### config.mk
export PLATFORM = sky130hd
export DESIGN_NAME = singleCycleCore
export DESIGN_NICKNAME = d
export VERILOG_FILES = /design/src/logic/corePkg.sv /design/src/logic/ctrlIf.sv /design/src/logic/fetchUnit.sv /design/src/logic/decoder.sv /design/src/logic/immGen.sv /design/src/logic/registerFile.sv /design/src/logic/executeUnit.sv /design/src/logic/singleCycleCore.sv
export VERILOG_INCLUDE_DIRS = /design/src /design/src/logic
export SDC_FILE = /design/constraint.sdc
export NUM_CORES = 2
export LEC_CHECK = 0
export BUFFER_PORTS_ARGS = -buffer_cell sky130_fd_sc_hd__buf_2
export CAP_MARGIN = 20
export CORE_AREA = 2 2 489 491
export DETAILED_ROUTE_END_ITERATION = 8
export DIE_AREA = 0 0 491 493
export GPL_ROUTABILITY_DRIVEN = 0
export SETUP_SLACK_MARGIN = 0.4
export SLEW_MARGIN = 30
export SYNTH_ARGS = -nofsm -noshare
export SYNTH_HDL_FRONTEND = slang
export SYNTH_SLANG_ARGS = --single-unit
### constraint.sdc
create_clock -name clk -period 9.35 [get_ports clk]
set_clock_uncertainty 0.1 [all_clocks]
set_input_delay 0.935 -clock clk [delete_from_list [all_inputs] [get_ports clk]]
set_output_delay 0.935 -clock clk [all_outputs]
set_load 0.01 [all_outputs]
### src/logic/coreDefs_defs.svh
`ifndef CORE_DEFS_SVH
`define CORE_DEFS_SVH

// first fetch address out of reset.
`define RESET_PC 32'h8000_0000

// data and address width.
`define XLEN 32

// architectural register count and its index width.
`define REG_COUNT 32
`define REG_ADDR_W 5

// addi x0, x0, 0.
`define INST_NOP 32'h0000_0013

// the only opSystem encoding the core accepts.
`define INST_EBREAK 32'h0010_0073

`endif

### src/logic/corePkg.sv
package corePkg;

  // major opcodes of the supported RV32I subset.
  typedef enum logic [6:0] {
    opLoad   = 7'b0000011,
    opImm    = 7'b0010011,
    opAuipc  = 7'b0010111,
    opStore  = 7'b0100011,
    opReg    = 7'b0110011,
    opLui    = 7'b0110111,
    opJalr   = 7'b1100111,
    opJal    = 7'b1101111,
    opSystem = 7'b1110011
  } opcodeE;

  typedef enum logic [1:0] {
    aluAdd,
    aluSltu,
    aluAnd,
    aluPassB // lui passes the immediate through.
  } aluOpE;

  typedef enum logic [2:0] {
    immI,
    immS,
    immU,
    immJ
  } immTypeE;

  // source of the register writeback value.
  typedef enum logic [1:0] {
    wbMem,
    wbAlu,
    wbLink
  } wbSelE;

endpackage

### src/logic/ctrlIf.sv
`timescale 1ns/1ns

interface ctrlIf import corePkg::*; ();

  logic    regWrite;
  logic    pcSel;    // 1 takes the ALU target.
  logic    aluASel;  // 1 selects pc as operand A.
  logic    aluBSel;  // 1 selects the immediate as operand B.
  logic    memWrite;
  wbSelE   wbSel;
  aluOpE   aluOp;
  immTypeE immType;
  logic    halt;

  modport decoder (
    output regWrite, pcSel, aluASel, aluBSel, memWrite,
    output wbSel, aluOp, immType, halt
  );

  modport fetch (input pcSel, halt);

  modport exec (input aluASel, aluBSel, aluOp, wbSel);

  modport imm (input immType);

  modport regs (input regWrite, halt);

endinterface

### src/logic/fetchUnit.sv
`timescale 1ns/1ns
`include "coreDefs_defs.svh"

module fetchUnit (
  input  logic               clk,
  input  logic               arstN,
  ctrlIf.fetch               ctrl,
  input  logic [`XLEN-1:0]   aluOut,
  output logic [`XLEN-1:0]   pc,
  output logic [`XLEN-1:0]   linkPc
);

  logic [`XLEN-1:0] nextPc;

  assign linkPc = pc + `XLEN'd4; // sequential address.

  // jalr target has bit 0 cleared, jal targets are already even.
  always_comb begin
    if (ctrl.pcSel) begin
      nextPc = {aluOut[`XLEN-1:1], 1'b0};
    end else begin
      nextPc = linkPc;
    end
  end

  always_ff @(posedge clk or negedge arstN) begin
    if (!arstN) begin
      pc <= `RESET_PC;
    end else if (!ctrl.halt) begin // parked on ebreak.
      pc <= nextPc;
    end
  end

endmodule

### src/logic/decoder.sv
`timescale 1ns/1ns
`include "coreDefs_defs.svh"

module decoder import corePkg::*; (
  input  logic [`XLEN-1:0] inst,
  ctrlIf.decoder           ctrl
);

  localparam logic [2:0] F3_ADD  = 3'b000;
  localparam logic [2:0] F3_SLTU = 3'b011;
  localparam logic [2:0] F3_AND  = 3'b111;

  opcodeE     opcode;
  logic [2:0] funct3;
  aluOpE      f3Op;
  logic       f3Ok;

  assign opcode = opcodeE'(inst[6:0]);
  assign funct3 = inst[14:12];

  // shared funct3 decode for opImm and opReg, no funct7 so add never becomes sub.
  always_comb begin
    f3Ok = 1'b1;
    case (funct3)
      F3_ADD:  f3Op = aluAdd;
      F3_SLTU: f3Op = aluSltu;
      F3_AND:  f3Op = aluAnd;
      default: begin
        f3Op = aluAdd;
        f3Ok = 1'b0; // unsupported, no write.
      end
    endcase
  end

  always_comb begin
    ctrl.regWrite = 1'b0;
    ctrl.pcSel    = 1'b0;
    ctrl.aluASel  = 1'b0;
    ctrl.aluBSel  = 1'b0;
    ctrl.memWrite = 1'b0;
    ctrl.wbSel    = wbAlu;
    ctrl.aluOp    = aluAdd;
    ctrl.immType  = immI;
    ctrl.halt     = 1'b0;
    case (opcode)
      opImm: begin
        ctrl.regWrite = f3Ok;
        ctrl.aluBSel  = 1'b1;
        ctrl.aluOp    = f3Op;
      end
      opReg: begin
        ctrl.regWrite = f3Ok;
        ctrl.aluOp    = f3Op;
      end
      opLui: begin
        ctrl.regWrite = 1'b1;
        ctrl.aluBSel  = 1'b1;
        ctrl.aluOp    = aluPassB;
        ctrl.immType  = immU;
      end
      opAuipc: begin
        ctrl.regWrite = 1'b1;
        ctrl.aluASel  = 1'b1;
        ctrl.aluBSel  = 1'b1;
        ctrl.immType  = immU;
      end
      opJal: begin
        ctrl.regWrite = 1'b1;
        ctrl.pcSel    = 1'b1;
        ctrl.aluASel  = 1'b1; // pc + offset.
        ctrl.aluBSel  = 1'b1;
        ctrl.immType  = immJ;
        ctrl.wbSel    = wbLink;
      end
      opJalr: begin
        ctrl.regWrite = 1'b1;
        ctrl.pcSel    = 1'b1;
        ctrl.aluBSel  = 1'b1;
        ctrl.wbSel    = wbLink;
      end
      opLoad: begin
        ctrl.regWrite = 1'b1;
        ctrl.aluBSel  = 1'b1;
        ctrl.wbSel    = wbMem;
      end
      opStore: begin
        ctrl.memWrite = 1'b1;
        ctrl.aluBSel  = 1'b1;
        ctrl.immType  = immS;
      end
      opSystem: ctrl.halt = (inst == `INST_EBREAK); // no writes while halted.
      default: ;
    endcase
  end

endmodule

### src/logic/immGen.sv
`timescale 1ns/1ns
`include "coreDefs_defs.svh"

module immGen import corePkg::*; (
  input  logic [`XLEN-1:0] inst,
  ctrlIf.imm               ctrl,
  output logic [`XLEN-1:0] imm
);

  logic sign;

  assign sign = inst[31]; // all formats sign from bit 31.

  always_comb begin
    case (ctrl.immType)
      immI: begin
        imm = {{20{sign}}, inst[31:20]};
      end
      immS: begin
        imm = {{20{sign}}, inst[31:25], inst[11:7]};
      end
      immU: begin
        imm = {inst[31:12], 12'b0};
      end
      immJ: begin
        imm = {{12{sign}}, inst[19:12], inst[20], inst[30:21], 1'b0};
      end
      default: begin
        imm = '0;
      end
    endcase
  end

endmodule

### src/logic/registerFile.sv
`timescale 1ns/1ns
`include "coreDefs_defs.svh"

module registerFile (
  input  logic                   clk,
  input  logic                   arstN,
  ctrlIf.regs                    ctrl,
  input  logic [`REG_ADDR_W-1:0] rs1,
  input  logic [`REG_ADDR_W-1:0] rs2,
  input  logic [`REG_ADDR_W-1:0] rd,
  input  logic [`XLEN-1:0]       wdata,
  output logic [`XLEN-1:0]       rdata1,
  output logic [`XLEN-1:0]       rdata2
);

  logic [`XLEN-1:0] regs [`REG_COUNT];
  logic             wrEn;

  assign wrEn = ctrl.regWrite && (rd != '0); // x0 is never written.

  always_ff @(posedge clk or negedge arstN) begin
    if (!arstN) begin
      for (int i = 0; i < `REG_COUNT; i++) begin
        regs[i] <= '0;
      end
    end else if (wrEn) begin
      regs[rd] <= wdata;
    end
  end

  assign rdata1 = (rs1 == '0) ? '0 : regs[rs1];
  assign rdata2 = (rs2 == '0) ? '0 : regs[rs2];

endmodule

### src/logic/executeUnit.sv
`timescale 1ns/1ns
`include "coreDefs_defs.svh"

module executeUnit import corePkg::*; (
  ctrlIf.exec              ctrl,
  input  logic [`XLEN-1:0] pc,
  input  logic [`XLEN-1:0] linkPc,
  input  logic [`XLEN-1:0] rdata1,
  input  logic [`XLEN-1:0] rdata2,
  input  logic [`XLEN-1:0] imm,
  input  logic [`XLEN-1:0] memDataR,
  output logic [`XLEN-1:0] aluOut,
  output logic [`XLEN-1:0] wbData,
  output logic [`XLEN-1:0] memAddr,
  output logic [`XLEN-1:0] memDataW
);

  logic [`XLEN-1:0] opA;
  logic [`XLEN-1:0] opB;

  assign opA = ctrl.aluASel ? pc : rdata1;
  assign opB = ctrl.aluBSel ? imm : rdata2;

  always_comb begin
    case (ctrl.aluOp)
      aluAdd:   aluOut = opA + opB;
      aluSltu:  aluOut = {{(`XLEN-1){1'b0}}, opA < opB}; // unsigned compare.
      aluAnd:   aluOut = opA & opB;
      aluPassB: aluOut = opB;
      default:  aluOut = '0;
    endcase
  end

  always_comb begin
    case (ctrl.wbSel)
      wbMem:   wbData = memDataR;
      wbAlu:   wbData = aluOut;
      wbLink:  wbData = linkPc; // return address for jal and jalr.
      default: wbData = aluOut;
    endcase
  end

  // word access only, address comes straight from the adder.
  assign memAddr  = aluOut;
  assign memDataW = rdata2;

endmodule

### src/logic/singleCycleCore.sv
`timescale 1ns/1ns
`include "coreDefs_defs.svh"

module singleCycleCore (
  input  logic             clk,
  input  logic             arstN,
  input  logic [`XLEN-1:0] inst,
  input  logic [`XLEN-1:0] memDataR,
  output logic [`XLEN-1:0] pc,
  output logic             memWrite,
  output logic [`XLEN-1:0] memAddr,
  output logic [`XLEN-1:0] memDataW,
  output logic             halt
);

  logic [`REG_ADDR_W-1:0] rs1;
  logic [`REG_ADDR_W-1:0] rs2;
  logic [`REG_ADDR_W-1:0] rd;
  logic [`XLEN-1:0]       imm;
  logic [`XLEN-1:0]       rdata1;
  logic [`XLEN-1:0]       rdata2;
  logic [`XLEN-1:0]       aluOut;
  logic [`XLEN-1:0]       wbData;
  logic [`XLEN-1:0]       linkPc;

  ctrlIf ctrlBus ();

  assign rs1 = inst[19:15];
  assign rs2 = inst[24:20];
  assign rd  = inst[11:7];

  assign memWrite = ctrlBus.memWrite;
  assign halt     = ctrlBus.halt;

  fetchUnit u_fetch (
    .clk    (clk),
    .arstN  (arstN),
    .ctrl   (ctrlBus.fetch),
    .aluOut (aluOut),
    .pc     (pc),
    .linkPc (linkPc)
  );

  decoder u_decoder (
    .inst (inst),
    .ctrl (ctrlBus.decoder)
  );

  immGen u_immGen (
    .inst (inst),
    .ctrl (ctrlBus.imm),
    .imm  (imm)
  );

  registerFile u_regs (
    .clk    (clk),
    .arstN  (arstN),
    .ctrl   (ctrlBus.regs),
    .rs1    (rs1),
    .rs2    (rs2),
    .rd     (rd),
    .wdata  (wbData),
    .rdata1 (rdata1),
    .rdata2 (rdata2)
  );

  executeUnit u_exec (
    .ctrl     (ctrlBus.exec),
    .pc       (pc),
    .linkPc   (linkPc),
    .rdata1   (rdata1),
    .rdata2   (rdata2),
    .imm      (imm),
    .memDataR (memDataR),
    .aluOut   (aluOut),
    .wbData   (wbData),
    .memAddr  (memAddr),
    .memDataW (memDataW)
  );

endmodule

# Word-level counts from Yosys, hierarchy flattened
# Cells that the tools add are included.
op_classes:
  muxes: 28
  reduce_logical: 16
  bitwise: 4
  order_cmp: 5
  eq_ne: 19
  n_addsub: 2
op_table:
  columns: ["op", "count"]
  rows:
  - ["$bwmux W1024", 1]
  - ["$bmux W32 S5", 2]
  - ["$mux W32", 10]
  - ["$pmux W32 S4", 2]
  - ["$demux W32 S5", 1]
  - ["$pmux W32 S2", 1]
  - ["$add A32 B3 Y32 const B", 1]
  - ["$add A32 B32 Y32", 1]
  - ["$and A32 B32 Y32", 1]
  - ["$eq A32 B21 Y1 const B", 1]
  - ["$lt A32 B32 Y1", 1]
  - ["$eq A7 B6 Y1 const B", 3]
  - ["$eq A7 B7 Y1 const B", 3]
  - ["$ge A6 B6 Y1 const B", 3]
  - ["$not A5 Y6", 3]
  - ["$eq A7 B5 Y1 const B", 2]
  - ["$pmux W2 S2", 3]
  - ["$eq A2 B2 Y1 const B", 5]
  - ["$logic_not A5 Y1", 2]
  - ["$reduce_or A2 Y1", 4]
  - ["$eq A7 B2 Y1 const B", 1]
  - ["$reduce_or A7 Y1", 1]
  - ["$logic_not A3 Y1", 2]
  - ["$lt A6 B1 Y1 const B", 1]
  - ["11 further kinds", 19]
word_totals:
  word_cells: 107
  register_bits: 1056
  out_inout_bits: 98

# Depth between registers and ports, before layout
logic_depth:
  depth_word: 10
  ltp_mapped: 24
  depth_no_buf: 19

# Cells and area by module
# A second synthesis with hierarchy kept.
unflattened:
  cells_unflattened: 4739
  area_unflattened_um2: 62605.0
by_module_without_submodules:
  columns: ["module", "cells_per_inst", "seq_area_each_um2", "n_inst", "area_each_um2"]
  rows:
  - ["registerFile", 3621, 25624.6, 1, 54369.6]
  - ["executeUnit", 707, 0.0, 1, 5097.4]
  - ["fetchUnit", 278, 777.0, 1, 2378.5]
  - ["immGen", 78, 0.0, 1, 427.9]
  - ["decoder", 55, 0.0, 1, 331.6]

# Worst setup path after synthesis
# OpenSTA, ideal clock, no wires.
synth_path:
  path_type: "input-to-output"
  startpoint: "in inst[15]"
  endpoint: "out memAddr[28]"
  path_slack_ns: 2.723
  arrival_time_ns: 5.592
  required_ns: 8.315
  path_stages: 18
  path_cell_list: "clkbuf_1 > clkbuf_1 > clkbuf_1 > mux4_2 > mux4_2 > mux2i_1 > o21ai_0 > ha_1 > buf_4 > nor2_2 > a211o_1 > a221o_1 > a211oi_2 > a211oi_1 > nor2_1 > nand2_1 > xnor2_1 > o21ai_0"
synth_between:
  elab_chain_cells: 8
synth_rtl:
  columns: ["element", "line_no", "rtl"]
  rows:
  - ["start: declaration", "singleCycleCore.sv:7", "input logic [`XLEN-1:0] inst,"]
  - ["$not A5 Y6 (not written as such)", "registerFile.sv:31", "assign rdata1 = (rs1 == '0) ? '0 : regs[rs1];"]
  - ["$bmux W32 S5", "registerFile.sv:31", null]
  - ["$mux W32 (not written as such) (2 in series)", "registerFile.sv:31", null]
  - ["$mux W32", "registerFile.sv:31", null]
  - ["$mux W32", "executeUnit.sv:21", "assign opA = ctrl.aluASel ? pc : rdata1;"]
  - ["$add A32 B32 Y32 or $and A32 B32 Y32 (tied branches)", "executeUnit.sv:26, executeUnit.sv:28", null]
  - ["$pmux W32 S4 (*)", "executeUnit.sv:25", "case (ctrl.aluOp)"]
  - ["end: declaration", "singleCycleCore.sv:11", "output logic [`XLEN-1:0] memAddr,"]
# Mark *: on every way between the ends. The rest lies on a longest branch, timed or not. The select of a mux whose other input is x is not followed.

# Final worst setup path
layout_path:
  startpoint: "in inst[20]"
  endpoint: "out memAddr[29]"
layout_between:
  elab_chain_cells: 8
layout_rtl:
  columns: ["element", "line_no", "rtl"]
  rows:
  - ["$not A5 Y6 (not written as such)", "registerFile.sv:32", "assign rdata2 = (rs2 == '0) ? '0 : regs[rs2];"]
  - ["$bmux W32 S5", "registerFile.sv:32", null]
  - ["$mux W32 (not written as such) (2 in series)", "registerFile.sv:32", null]
  - ["$mux W32", "registerFile.sv:32", null]
  - ["$mux W32 (*)", "executeUnit.sv:22", "assign opB = ctrl.aluBSel ? imm : rdata2;"]
  - ["$add A32 B32 Y32 or $and A32 B32 Y32 (tied branches)", "executeUnit.sv:26, executeUnit.sv:28", null]
  - ["$pmux W32 S4 (*)", "executeUnit.sv:25", null]
# Marked as above.

==> results.py <==
metrics = {
    "run_status": {
        "outcome": "finished, final reports clean",
    },
    "synth": {
        "ys_warn_count": 0,
        "synth_edf_count": 0,
        "synth_seq_cells": 1055,
        "async_flop_share_pct": 100,
        "synth_top_area_share_pct": 44.8,
        "yosys_most_used_dff": "dfrtp_1",
        "syn_inst": 5356,
        "yosysSeqAreaShare_pct": 44.9,
        "synth_top_cell_by_area": "dfrtp_1",
        "ys_types": 87,
        "netlist_area_um2": 58800,
        "synth_nets": 5488,
        "synth_area_leaders": "dfrtp_1, mux4_2, o21ai_0",
        "syn_area_per_cell_um2": 11.0,
    },
    "power_and_ir_drop": {
        "ir_drop_mv": 0.150,
        "p_leak_nw": 28.0,
        "power.total_mw": 10.8,
        "power_density_nw_per_um2": 161,
    },
    "critical_path": {
        "cp_top_family": "compound AO/OA/AOI/OAI gates",
        "rr_worst_depth": 15,
        "worstPathCellList": "buf_8, buf_12, mux4_2, mux4_2, a22oi_1, a21o_1, ha_1, nor4_1, nand2_1, a211oi_2, o2111ai_1, a31oi_1, nor4_1, a211oi_1, o21ai_0, buf_2",
        "crit_required_ns": 8.32,
        "cpPeakStageDelay_ns": 0.66,
        "cp.depth": 16,
        "end_kind": "output pin",
        "start_kind": "primary input",
        "crit_slowest_cell": "a22oi_1",
        "cp.arrival_ns": 6.79,
        "critical_path_class": "in2out",
        "critPathBufInv": 3,
        "critPathMaxFanout": 64,
    },
    "detailed_routing": {
        "viasPerCell": 5.30,
        "postRouteAntennaNets": 0,
        "wl_um": 194000,
        "first_iter_violations": 5278,
        "avgRoutedWirePerCell_um": 22.9,
        "drtPass1Iterations": 6,
        "vias": 44900,
        "drcViolationCount": 0,
    },
    "sta": {
        "setup_viol": 0,
        "setup_tns_ns": 0,
        "final_max_slew_viol_count": 0,
        "period_needed_ns": 7.83,
        "slew_headroom_pct": 33.0,
        "finalCritPeriodShare_pct": 83.7,
        "rsz0062_at_grt": "no",
        "hold_viol_final": 0,
        "worst_slack_ns": 1.52,
        "worstMarginPinSlew_ns": 1.00,
        "fmax_ghz": 0.128,
    },
    "floorplan": {
        "die_area_um2": 242000,
        "pin_count": 164,
        "die_w_um": 491,
        "fp.dieH_um": 493,
        "coreArea_um2": 237000,
        "start_util_pct": 24.8,
        "rows": 179,
    },
    "clock_tree": {
        "htreeDepth": 3,
        "numCtsBuffers": 104,
        "clockRootBuffer": "clkbuf_16",
        "cts.reportedPaths.clkPinSlew_ns": 0.06,
        "cts.sinks": 1055,
        "cts_tree": "yes",
        "clk_latency_ns": 0.77,
        "ctsLongestPathBuffers": 3,
    },
    "placed_design": {
        "place_area_um2": 63100,
        "port_buffers": 162,
        "dp_hpwl_um": 123000,
        "pre_cts_slack_ns": 1.69,
    },
    "hold_path": {
        "hold_path_depth": 0,
        "min_path_type": "reg2reg",
    },
    "layout": {
        "final_cell_mix": "dfrtp_1, nand2_1, o21ai_0",
        "fin_nets": 5350,
        "fill_cells": 24500,
        "stdcell_area_um2": 66800,
        "mostFrequentLayoutCell": "dfrtp_1",
        "drive_gt1_share_pct": 23.7,
        "utilization_pct": 28.2,
        "areaGrowthSynthToFinish_pct": 13.4,
    },
    "run": {
        "cap_violations": 0,
    },
    "global_route": {
        "grt_antenna_before_repair": 8,
        "grt_use_total_pct": 15.7,
        "grt_pass1_wl_um": 291000,
        "grt_pass1_vias": 44300,
        "grt_max_degree": 183,
        "overflow": 0,
    },
}
-- synthesized netlist by cell type (6+ instances only) --
cell and n:
o31ai_1 6, a211oi_1 19, o21ai_1 9, xnor2_1 38
inv_1 77, nor2b_1 15, xor2_1 18, a221oi_1 15
nor3b_1 7, nor4_1 14, buf_1 39, nand2b_1 13
o21bai_1 10, nand4_1 8, a21oi_2 26, or2_2 10
clkbuf_1 431, dfrtp_1 1054, nor3_1 39, mux4_2 625
o21ai_0 763, buf_2 64, nand2_1 832, and3_1 13
a22o_1 30, ha_1 65, clkbuf_8 7, o21a_1 10
mux2i_1 62, a221o_1 13, nor2_1 447, a22oi_1 31
a31oi_1 38, nand3_1 27, o22ai_1 6, a21oi_1 353
a21o_1 19
-- worst paths after layout --
kind	from	endpoint	slack, ns
max	inst[20]	memAddr[29]	1.52
min reg2reg	u_regs.regs[1007]	u_regs.regs[1007]	0.30
max reg2reg	u_regs.regs[908]	u_regs.regs[605]	3.32
max in group asynchronous	arstN	u_regs.regs[656]	6.36
min in group asynchronous	arstN	u_regs.regs[200]	0.56
min	u_regs.regs[1007]	u_regs.regs[1007]	0.30
-- final cells by class --
| cell class | count | area [µm²] | share of cell area (%) |
|---|---|---|---|
| inverter | 79 | 299 | 0.448 |
| multi-input combinational | 3671 | 30300 | 45.4 |
| timing repair buffer | 307 | 2230 | 3.33 |
| clock buffer | 150 | 3060 | 4.58 |
| tap | 3167 | 3960 | 5.94 |
| sequential | 1055 | 26400 | 39.5 |
| antenna | 1 | 2.50 | 0.00375 |
| clock inverter | 42 | 509 | 0.763 |
-- cells by family (layout without fill, tap and decap cells) --
family          Yosys count  after routing  synth area share [%]
simple gates           1453           1453                  9.99
compound gates         1405           1405                  13.5
flops                  1055           1055                  44.9
mux                     690            690                  25.0
buf+inv                 630            578                  4.37
fa+ha+maj                66             66                  1.42
xor+xnor                 56             56                 0.834
other cells               1              2               0.00637
-- where the power goes --
part	leakage (nW)	switching (mW)	internal, mW
sequential	14.6	0.193	4.74
combinational	11.7	0.901	0.548
clock	1.75	1.94	2.46
total	28.0	3.04	7.74
-- sequential cells by signal, summed over array words and instances, names as in the netlist --
register,count
u_regs.regs,1024
u_fetch.pc,31
-- worst reg2reg max path, stage by stage, from the launching register on --
cell,delay [ns]
dfrtp_1,0.39
mux4_2,0.48
mux4_2,0.51
a22oi_1,0.66
a21o_1,0.24
ha_1,0.32
nor4_1,0.40
nand2_1,0.11
a211oi_2,0.33
o2111ai_1,0.26
a31oi_1,0.64
nor4_1,0.10
a211oi_1,0.44
o2111a_1,0.33
buf_4,0.38
a21oi_1,0.14
-- layer usage --
| layer | routed length, µm | GRT usage [%] | vias to the layer above |
|---|---|---|---|
| li1 | - | - | 19200 |
| met1 | 77500 | 20.6 | 23000 |
| met2 | 91200 | 25.2 | 2193 |
| met3 | 17700 | 3.06 | 451 |
| met4 | 7770 | 6.52 | 12 |
| met5 | 77 | 0 | - |
-- per-stage QoR --
step / instances / hold slack, ns
after floorplan: 5356 / 0.341
after global placement: 8274 / 0.277
after detailed placement: 8274 / 0.284
after CTS: 8466 / 0.139
after global routing: 8471 / 0.310
final: 8472 / 0.296
-- repair_timing --
action,CTS,global route
gates resized for setup,0,0
hold buffers,0,1
setup buffers,0,0
hold endpoints to repair,0,26
(Power assumes the default switching activity.)
